<file path="config.mk">
export PLATFORM = sky130hd
export DESIGN_NAME = sd_cmd_phy
export DESIGN_NICKNAME = d
export VERILOG_FILES = /design/src/sd_frame_pkg.sv /design/src/sd_phy_ctrl_pkg.sv /design/src/cmd_serializer.sv /design/src/resp_deserializer.sv /design/src/cmd_phys_controller.sv /design/src/sd_cmd_phy.sv
export SDC_FILE = /design/constraint.sdc
export NUM_CORES = 1
export LEC_CHECK = 0
export CAP_MARGIN = 20
export CELL_PAD_IN_SITES_DETAIL_PLACEMENT = 0
export CELL_PAD_IN_SITES_GLOBAL_PLACEMENT = 1
export CORE_MARGIN = 2
export CORE_UTILIZATION = 50
export DETAILED_ROUTE_END_ITERATION = 10
export DONT_BUFFER_PORTS = 1
export PLACE_DENSITY = 0.95
export SYNTH_ARGS = -nofsm -noshare
export SYNTH_HDL_FRONTEND = slang
export SYNTH_SLANG_ARGS = --single-unit
</file>
<file path="constraint.sdc">
create_clock -name sd_clock -period 5.9 [get_ports sd_clock]
set_input_delay 0.885 -clock sd_clock [delete_from_list [all_inputs] [get_ports sd_clock]]
set_output_delay 0.885 -clock sd_clock [all_outputs]
set_load 0.01 [all_outputs]
</file>
<file path="src/sd_frame_pkg.sv">
`default_nettype none

// frames as they appear on the CMD line
package sd_frame_pkg;

	// start bit 47 first, must be 0
	typedef logic [47:0] cmd_frame_t;

	// long response is 136 bits; a 48-bit one sits right-aligned
	typedef logic [135:0] resp_frame_t;

	localparam int cmd_bits = 48;

	typedef logic [7:0] resp_len_t; // counts up to 136

endpackage

`default_nettype wire

</file>
<file path="src/sd_phy_ctrl_pkg.sv">
`default_nettype none

// controller side: states and the control bundle to the shifters
package sd_phy_ctrl_pkg;

	typedef enum logic [2:0] {
		reset_st,
		idle_st,
		load_command,
		send_command,
		wait_response,
		send_response,
		wait_ack,
		send_ack
	} phy_state_t;

	typedef logic [6:0] timeout_cnt_t;

	typedef struct packed {
		logic reset_wrapper; // returns both shifters to idle
		logic enable_pts;
		logic enable_stp;
		logic load_send;
		logic pad_state;     // 1 while the host drives CMD
		logic pad_enable;
	} wrapper_ctrl_t;

endpackage

`default_nettype wire

</file>
<file path="src/cmd_serializer.sv">
`default_nettype none

module cmd_serializer (
	input wire logic sd_clock,
	input wire logic reset,
	input wire sd_phy_ctrl_pkg::wrapper_ctrl_t wctrl,
	input wire sd_frame_pkg::cmd_frame_t command,
	output logic cmd_out,
	output logic transmission_complete
);
	import sd_frame_pkg::*;

	cmd_frame_t shift_reg;
	logic [5:0] bit_cnt;   // bits already put on cmd_out
	logic busy;
	logic done;            // frame sent and waiting for reset_wrapper
	logic start;

	assign start = wctrl.enable_pts && wctrl.load_send && !busy && !done;

	// last bit is on the line during this cycle
	assign transmission_complete = busy && (bit_cnt == 6'(cmd_bits));

	always_ff @(posedge sd_clock) begin
		if (reset || wctrl.reset_wrapper) begin
			busy <= 1'b0;
			done <= 1'b0;
			bit_cnt <= '0;
			cmd_out <= 1'b1; // line idles high
		end else if (start) begin
			cmd_out <= command[47];
			busy <= 1'b1;
			bit_cnt <= 6'd1;
		end else if (transmission_complete) begin
			cmd_out <= 1'b1;
			busy <= 1'b0;
			done <= 1'b1;
		end else if (busy) begin
			cmd_out <= shift_reg[47];
			bit_cnt <= bit_cnt + 1'b1;
		end
	end

	// payload bits with the next one at the top
	always_ff @(posedge sd_clock) begin
		if (start)
			shift_reg <= command << 1;
		else if (busy)
			shift_reg <= shift_reg << 1;
	end

	// controller must not restart a send before this one is cleared
	assert property (@(posedge sd_clock) disable iff (reset)
		$rose(wctrl.load_send) |-> !busy && !done);

endmodule

`default_nettype wire

</file>
<file path="src/resp_deserializer.sv">
`default_nettype none

module resp_deserializer #(
	parameter int resp_bits = 48
) (
	input wire logic sd_clock,
	input wire logic reset,
	input wire sd_phy_ctrl_pkg::wrapper_ctrl_t wctrl,
	input wire logic cmd_in,
	output sd_frame_pkg::resp_frame_t pad_response,
	output logic reception_complete
);
	import sd_frame_pkg::*;

	typedef enum logic [1:0] {
		rx_hunt,
		rx_shift,
		rx_done
	} rx_state_t;

	rx_state_t rx_state;
	resp_len_t bit_cnt; // start bit counts as the first
	logic last_bit;
	resp_frame_t shifted;

	assign last_bit = (bit_cnt == resp_len_t'(resp_bits - 1));
	assign shifted = {pad_response[$bits(resp_frame_t)-2:0], cmd_in};

	// frame clears on reset_wrapper, so a silent card reads back as zero
	always_ff @(posedge sd_clock) begin
		if (reset || wctrl.reset_wrapper) begin
			rx_state <= rx_hunt;
			bit_cnt <= '0;
			pad_response <= '0;
			reception_complete <= 1'b0;
		end else begin
			reception_complete <= 1'b0;
			case (rx_state)
				rx_hunt: begin
					if (wctrl.enable_stp && !cmd_in) begin
						pad_response <= shifted;
						bit_cnt <= 8'd1;
						rx_state <= rx_shift;
					end
				end
				rx_shift: begin
					if (wctrl.enable_stp) begin // hold if the controller gave up
						pad_response <= shifted;
						bit_cnt <= bit_cnt + 1'b1;
						if (last_bit) begin
							reception_complete <= 1'b1;
							rx_state <= rx_done;
						end
					end
				end
				default: begin
					rx_state <= rx_done; // keep frame until next reset_wrapper
				end
			endcase
		end
	end

	// controller keeps stp enabled until it has seen the pulse
	assert property (@(posedge sd_clock) disable iff (reset)
		reception_complete |-> wctrl.enable_stp);

endmodule

`default_nettype wire

</file>
<file path="src/cmd_phys_controller.sv">
`default_nettype none

module cmd_phys_controller #(
	parameter int timeout_limit = 63
) (
	input wire logic sd_clock,
	input wire logic reset,
	input wire logic strobe_in,      // host has a command
	input wire logic ack_in,         // host took the response
	input wire logic idle_in,
	input wire logic no_response,
	input wire sd_frame_pkg::resp_frame_t pad_response,
	input wire logic transmission_complete,
	input wire logic reception_complete,
	output logic serial_ready,
	output logic ack_out,
	output logic strobe_out,         // response valid
	output sd_frame_pkg::resp_frame_t response,
	output sd_phy_ctrl_pkg::wrapper_ctrl_t wctrl,
	output logic command_timeout
);
	import sd_phy_ctrl_pkg::*;

	phy_state_t state;
	phy_state_t next_state;
	timeout_cnt_t timeout_count;
	logic stp_delay; // one cycle of turnaround before listening

	assign command_timeout = (timeout_count == timeout_cnt_t'(timeout_limit));

	always_ff @(posedge sd_clock) begin
		if (reset)
			state <= reset_st;
		else if (idle_in)
			state <= idle_st;
		else
			state <= next_state;
	end

	// both counters live only inside wait_response
	always_ff @(posedge sd_clock) begin
		if (reset || state != wait_response) begin
			timeout_count <= '0;
			stp_delay <= 1'b0;
		end else begin
			stp_delay <= 1'b1;
			if (!command_timeout)
				timeout_count <= timeout_count + 1'b1; // saturates at the limit
		end
	end

	always_comb begin
		next_state = state;
		case (state)
			reset_st: next_state = idle_st;
			idle_st: begin
				if (strobe_in)
					next_state = load_command;
			end
			load_command: next_state = send_command;
			send_command: begin
				if (transmission_complete)
					next_state = wait_response;
			end
			wait_response: begin
				if (reception_complete || no_response)
					next_state = send_response;
			end
			send_response: next_state = wait_ack;
			wait_ack: begin
				if (ack_in)
					next_state = send_ack;
			end
			send_ack: next_state = idle_st;
			default: next_state = reset_st;
		endcase
	end

	// per-state output table
	always_comb begin
		serial_ready = 1'b0;
		ack_out = 1'b0;
		strobe_out = 1'b0;
		response = '0;
		wctrl = '0;
		case (state)
			reset_st: begin
				wctrl.reset_wrapper = 1'b1;
			end
			idle_st: begin
				wctrl.reset_wrapper = 1'b1;
				serial_ready = 1'b1;
			end
			load_command, send_command: begin
				wctrl.pad_state = 1'b1;
				wctrl.pad_enable = 1'b1;
				wctrl.enable_pts = 1'b1;
				wctrl.load_send = (state == send_command);
				serial_ready = 1'b1;
			end
			wait_response: begin
				wctrl.pad_enable = 1'b1;
				wctrl.enable_stp = stp_delay;
			end
			send_response, wait_ack, send_ack: begin
				strobe_out = 1'b1;
				response = pad_response;
				ack_out = (state == send_ack);
				serial_ready = 1'b1;
			end
			default: begin
				wctrl.reset_wrapper = 1'b1;
			end
		endcase
	end

	// a response is only offered straight out of the wait
	assert property (@(posedge sd_clock) disable iff (reset)
		$rose(strobe_out) |-> $past(state) == wait_response);

	// ack to the host is a single pulse
	assert property (@(posedge sd_clock) disable iff (reset)
		ack_out |=> !ack_out);

endmodule

`default_nettype wire

</file>
<file path="src/sd_cmd_phy.sv">
`default_nettype none

module sd_cmd_phy #(
	parameter int resp_bits = 48,
	parameter int timeout_limit = 63
) (
	input wire logic sd_clock,
	input wire logic reset,
	// host side
	input wire logic strobe_in,
	input wire logic ack_in,
	input wire logic idle_in,
	input wire logic no_response,
	input wire sd_frame_pkg::cmd_frame_t command,
	output wire logic serial_ready,
	output wire logic strobe_out,
	output wire logic ack_out,
	output wire sd_frame_pkg::resp_frame_t response,
	output wire logic command_timeout,
	// pad side
	output wire logic cmd_out,
	output wire logic cmd_oe,
	input wire logic cmd_in,
	output wire logic pad_enable
);
	import sd_frame_pkg::*;
	import sd_phy_ctrl_pkg::*;

	wrapper_ctrl_t wctrl;
	resp_frame_t pad_response;
	logic transmission_complete;
	logic reception_complete;

	assign cmd_oe = wctrl.pad_state;
	assign pad_enable = wctrl.pad_enable;

	cmd_serializer u_pts (
		.sd_clock(sd_clock),
		.reset(reset),
		.wctrl(wctrl),
		.command(command),
		.cmd_out(cmd_out),
		.transmission_complete(transmission_complete)
	);

	resp_deserializer #(
		.resp_bits(resp_bits)
	) u_stp (
		.sd_clock(sd_clock),
		.reset(reset),
		.wctrl(wctrl),
		.cmd_in(cmd_in),
		.pad_response(pad_response),
		.reception_complete(reception_complete)
	);

	cmd_phys_controller #(
		.timeout_limit(timeout_limit)
	) u_ctrl (
		.sd_clock(sd_clock),
		.reset(reset),
		.strobe_in(strobe_in),
		.ack_in(ack_in),
		.idle_in(idle_in),
		.no_response(no_response),
		.pad_response(pad_response),
		.transmission_complete(transmission_complete),
		.reception_complete(reception_complete),
		.serial_ready(serial_ready),
		.ack_out(ack_out),
		.strobe_out(strobe_out),
		.response(response),
		.wctrl(wctrl),
		.command_timeout(command_timeout)
	);

endmodule

`default_nettype wire

</file>
# After elaboration in Yosys (flattened, before gate mapping)
# Index checks and enable logic that the tools add are counted.
# W data, S select, Z words.
[totals]
reg_bits = 214
latchBits = 0
ramBits = 0
mem_bits_ro = 0
in_bits = 55
out_inout_bits = 143
wordCells = 115
mem_count = 0
[classes]
addsub = 3
n_mul = 0
div = 0
magnitude_cmp = 0
n_eq_ne = 24
n_shift = 0
n_mux = 37
bitwise = 4
n_reduce_logical = 33
[op_table]
columns = ["op", "n"]
rows = [
  ["$mux W136", 3],
  ["$pmux W136 S2", 1],
  ["$mux W48", 2],
  ["$pmux W3 S7", 1],
  ["$mux W1", 18],
  ["$mux W8", 2],
  ["$pmux W8 S2", 1],
  ["$eq A3 B3 Y1 const B", 4],
  ["$mux W3", 4],
  ["$ne A3 B3 Y1 const B", 4],
  ["$ne A2 B1 Y1 const B", 5],
  ["$reduce_or A2 Y1", 5],
  ["$reduce_or A3 Y1", 3],
  ["$add A8 B1 Y8 const B", 1],
  ["$eq A8 B6 Y1 const B", 1],
  ["$mux W2", 4],
  ["$reduce_and A4 Y1", 2],
  ["$add A7 B1 Y7 const B", 1],
  ["$eq A7 B6 Y1 const B", 1],
  ["$add A6 B1 Y6 const B", 1],
  ["$eq A3 B2 Y1 const B", 2],
  ["$eq A6 B6 Y1 const B", 1],
  ["$ne A2 B2 Y1 const B", 3],
  ["$reduce_and A2 Y1", 3],
  ["other kinds (14)", 28],
]

# Depth between registers and ports, before layout
[depth]
depth_word = 8
mapped_depth = 9
ltp_nobuf = 6

# Cells and area by module
# A second synthesis with hierarchy kept.
[unflattened]
hier_cells = 1145
area_unflattened_um2 = 9701.8
[by_module_without_submodules]
columns = ["mod", "n_inst", "cells_each", "area_per_inst_um2", "seq_area_each_um2"]
rows = [
  ["resp_deserializer", 1, 682, 5656.7, 2942.8],
  ["cmd_serializer", 1, 250, 2474.9, 1591.5],
  ["cmd_phys_controller", 1, 213, 1570.3, 220.2],
]

# Worst setup path before layout
# OpenSTA, ideal clock, no wires.
[synth_timing]
path_type = "reg2reg"
start = "reg u_pts.busy"
end = "reg u_pts.shift_reg[10], enable pin"
setup_time_ps = 413
arrival_ps = 2126
required_time_ps = 5487
slack_ps = 3360
stages_incl_launch_ff = 4
n_path_buf = 1
period_less_slack_ps = 2540
cell_sequence = "dfxtp_1 > clkbuf_1 > or4_1 > nand2b_1"
[synth_between]
elab_chain_len = 4
[synth_lines]
columns = ["element", "line", "source"]
rows = [
  ["start: declaration", "cmd_serializer.sv:15", "logic busy;"],
  ["start signal: assignment", "cmd_serializer.sv:26", "busy <= 1'b0;"],
  ["start signal: assignment", "cmd_serializer.sv:32", "busy <= 1'b1;"],
  ["start signal: assignment", "cmd_serializer.sv:36", "busy <= 1'b0;"],
  ["$logic_not A1 Y1", "cmd_serializer.sv:19", "assign start = wctrl.enable_pts && wctrl.load_send && !busy && !done;"],
  ["$logic_and A1 B1 Y1 (2 in a row)", "cmd_serializer.sv:19", ""],
  ["$reduce_bool A2 Y1 (no line) *", "--", ""],
  ["end signal: assignment", "cmd_serializer.sv:47", "shift_reg <= command << 1;"],
  ["end signal: assignment", "cmd_serializer.sv:49", "shift_reg <= shift_reg << 1;"],
  ["end: declaration", "cmd_serializer.sv:13", "cmd_frame_t shift_reg;"],
]
# Every way passes the cells marked *; elsewhere a longest branch is shown, timed or not.
# A chain may end at the register's enable or synchronous reset.

# Worst setup path in the final report
[layout_timing]
start = "reg u_ctrl.state[2]"
end = "reg u_stp.bit_cnt[6]"
[layout_between]
elab_chain_len = 5
word_cells_on_any_way = 11
classes_between = "eq/ne (4); mux (2); reduce/logical (5)"
[layout_lines]
columns = ["element", "line", "source"]
rows = [
  ["start: declaration", "cmd_phys_controller.sv:24", "phy_state_t state;"],
  ["start signal: assignment", "cmd_phys_controller.sv:33", "state <= reset_st;"],
  ["start signal: assignment", "cmd_phys_controller.sv:35", "state <= idle_st;"],
  ["start signal: assignment", "cmd_phys_controller.sv:37", "state <= next_state;"],
  ["$eq A3 B3 Y1", "cmd_phys_controller.sv:86", "case (state)"],
  ["$mux W1", "cmd_phys_controller.sv:86", ""],
  ["$logic_and A1 B1 Y1", "resp_deserializer.sv:40", "if (wctrl.enable_stp && !cmd_in) begin"],
  ["$ne A2 B1 Y1 (no line)", "--", ""],
  ["$reduce_and A3 Y1 (no line)", "--", ""],
  ["end signal: assignment", "resp_deserializer.sv:49", "bit_cnt <= bit_cnt + 1'b1;"],
  ["end: declaration", "resp_deserializer.sv:22", "resp_len_t bit_cnt;"],
]
# Several ways; a longest one is shown, not always the timed one.

==> impl_metrics.yaml <==
outcome:
  status: "completed"
worst_setup_path:
  worst_ep_arrival_time_ns: 3.88
  max_stage_delay_ns: 0.64
  crit_type: "reg2reg"
  endpoint_kind: "flop"
  crit_path_max_fanout: 102
  required_ns: 6.34
  crit_chain: "buf_16 -> or3b_1 -> or3_4 -> buf_4 -> or4_1 -> a21oi_1"
  crit_family: "simple AND/OR/NAND/NOR gates"
  cp_slowest_cell: "or3_4"
  worstSetupStartpointType: "flop"
  crit_buf_inv: 2
final_layout:
  areaGrowthSynthToFinish_pct: 9.34
  num-nets-final: 1130
  largest_register_ffs: 136
  diodes: 0
  fill_cells: 1619
  drive_gt1_share_pct: 5.17
  post_layout_nonfiller_instances: 1313
  final_area_sq_um: 9830
timing:
  skew_ns: 0.0121
  hold_violations: 0
  rsz0062_at_grt: "false"
  setup_viol: 0
  post-route-period-util_pct: 58.4
  slew-limit-headroom_pct: 33.0
  fin_crit_ns: 3.45
  final_max_slew_viol_count: 0
  fmax_mhz: 290
  tightestPinTransition_ns: 0.991
  final.setup.tns_ns: 0
  setup_ws_ns: 2.45
route:
  via_per_inst: 5.50
  drtAntennaViolNets: 0
  drc: 0
  firstDrtPassIters: 5
  wl_microns: 20400
  vias: 7225
  drtIter0Drc: 426
  wl_per_cell_microns: 15.5
placed_design:
  dpl_cell_area_sq_um: 9030
  gp_congestion: 0.784
  port-buffer-count: 0
  dpl.cell_count: 1271
  dp_slack_ns: 2.24
  dp_hpwl_microns: 11900
grt:
  antenna_found_initial: 0
  grt_pass1_vias: 6398
  grt_max_degree: 152
  grt_pass1_wl_microns: 33000
  track_usage_pct: 20.2
  grt_overflow: 0
cts:
  clock_latency_ns: 0.51
  holdBufCountCts: 0
  cts_tree: "yes"
  htreeDepth: 1
  ctsResizeCount: 0
  post_cts_buffers: 0
  clkSinkCount: 214
  cts_root_buf: "clkbuf_16"
  numCtsBuffers: 24
  clockBufferDepth: 3
  clk_pin_slew_worst_paths_ns: 0.06
power:
  switchingPower_mw: 0.625
  combPwrFrac_pct: 2.2
  seqPwrFrac_pct: 51.0
  leakagePower_nw: 3.72
  p_sw_share_pct: 21.2
  ir_worst_vdd_uv: 211
  p_per_area_nw_per_um2: 300
  clock_power_share_pct: 46.7
  p_int_mw: 2.33
min_path:
  hold_path_class: "in2reg"
logic_synthesis:
  async_flop_share_pct: 0
  synth_edf_count: 47
  synth_seq_cells: 214
  ys_warn_count: 0
  synthCells: 1125
  syn-num-nets: 1184
  syn_avg_cell_area_sq_um: 7.99
  ys_seq_area_share_pct: 52.9
  synth_cell_types: 44
  synth_ff_type: "dfxtp_1"
  netlist_area_sq_um: 8990
floorplanning:
  io_pins: 198
  dieArea_sq_um: 19100
  die_x_microns: 138
  core_sq_um: 17800
  die_h_microns: 138
  placementRows: 49
  start_util_pct: 50.6
run:
  drv_cap: 0
==> final timing paths <==
check | cells past startpoint | slack (ns) | startpoint | to
setup / recovery | 6 | 2.45 | u_ctrl.state[2] | u_stp.bit_cnt[6]
hold / removal | 1 | 0.44 | reset | u_ctrl.state[2]
setup reg to reg | 6 | 2.45 | u_ctrl.state[2] | u_stp.bit_cnt[6]
hold reg to reg | 2 | 0.45 | u_ctrl.timeout_count[6] | u_ctrl.timeout_count[6]
==> power by group through the flow <==
| stage | clock network [mW] | registers (mW) | logic (mW) |
|---|---|---|---|
| floorplan | 0 | 1.54 | 0.0485 |
| global placement | 0 | 1.54 | 0.0579 |
| detailed placement | 0 | 1.54 | 0.0592 |
| CTS | 1.42 | 1.51 | 0.0595 |
| global route | 1.48 | 1.51 | 0.0738 |
| finish | 1.38 | 1.51 | 0.0662 |
==> cells in the final DEF, fill, tap and decap left out, drive strengths merged, types with 4 or more instances in the layout <==
cell	n
nor4	4
inv	9
dfxtp	167
clkinv	5
a21oi	143
o31ai	4
nand3	5
nor3	9
o21ai	8
clkbuf	33
xnor2	4
nand2	418
buf	11
nor2	27
ha	4
edfxtp	47
and3	139
==> logic make-up after synthesis <==
| family | count (synthesis) | share of synthesized area [%] |
|---|---|---|
| flip-flops | 214 | 52.9 |
| AND/OR/NAND/NOR | 628 | 31.4 |
| AO/OA/AOI/OAI | 171 | 10.1 |
| buffers and inverters | 99 | 4.16 |
| adder cells (fa/ha/maj) | 4 | 0.557 |
| XOR/XNOR | 7 | 0.682 |
| multiplexers | 2 | 0.223 |
==> cell usage after synthesis, types with 4 or more instances <==
cell,number,area [sq um]
nor2_1,27,101
o21ai_0,7,35.0
ha_1,4,50.1
and3_1,139,870
o31ai_1,4,30.0
dfxtp_1,167,3340
edfxtp_1,47,1410
xnor2_1,4,35.0
nor4_1,4,25.0
a21oi_1,143,716
nor3_1,9,45.0
nand3_1,5,25.0
clkbuf_1,89,334
nand2_1,418,1570
inv_1,8,30.0
==> worst reg2reg max path, stage by stage (launching register included) <==
cell	delay, ns
dfxtp_4	0.63
buf_16	0.32
or3b_1	0.53
or3_4	0.64
buf_4	0.48
or4_1	0.62
a21oi_1	0.16
==> layout make-up <==
cell class | instances | area [sq um] | share of cell area [%]
clock buffers | 33 | 686 | 6.97
clock inverters | 6 | 40.0 | 0.407
inverters | 8 | 30.0 | 0.305
multi-input cells | 812 | 3890 | 39.6
flip-flops and latches | 214 | 4760 | 48.4
well taps | 229 | 287 | 2.91
repair buffers | 11 | 135 | 1.37
==> layer usage <==
layer	global-route usage (%)	vias to the layer above	share of wire, %
met2	30.7	179	46
met1	28.1	3371	44
met4	6.28	0	2.3
li1	-	3640	-
met3	5.78	35	6.8
met5	0	-	0
==> stage by stage <==
step | hold slack, ns | power [mW] | util [%]
global placement | 0.447 | 1.60 | 50.8
global route | 0.421 | 3.06 | 55.3
finish | 0.442 | 2.95 | 55.3
CTS | 0.422 | 2.98 | 54.9
floorplan | 0.429 | 1.59 | -
detailed placement | 0.443 | 1.60 | 50.8
Note: power is estimated with default switching activity, not from simulation.
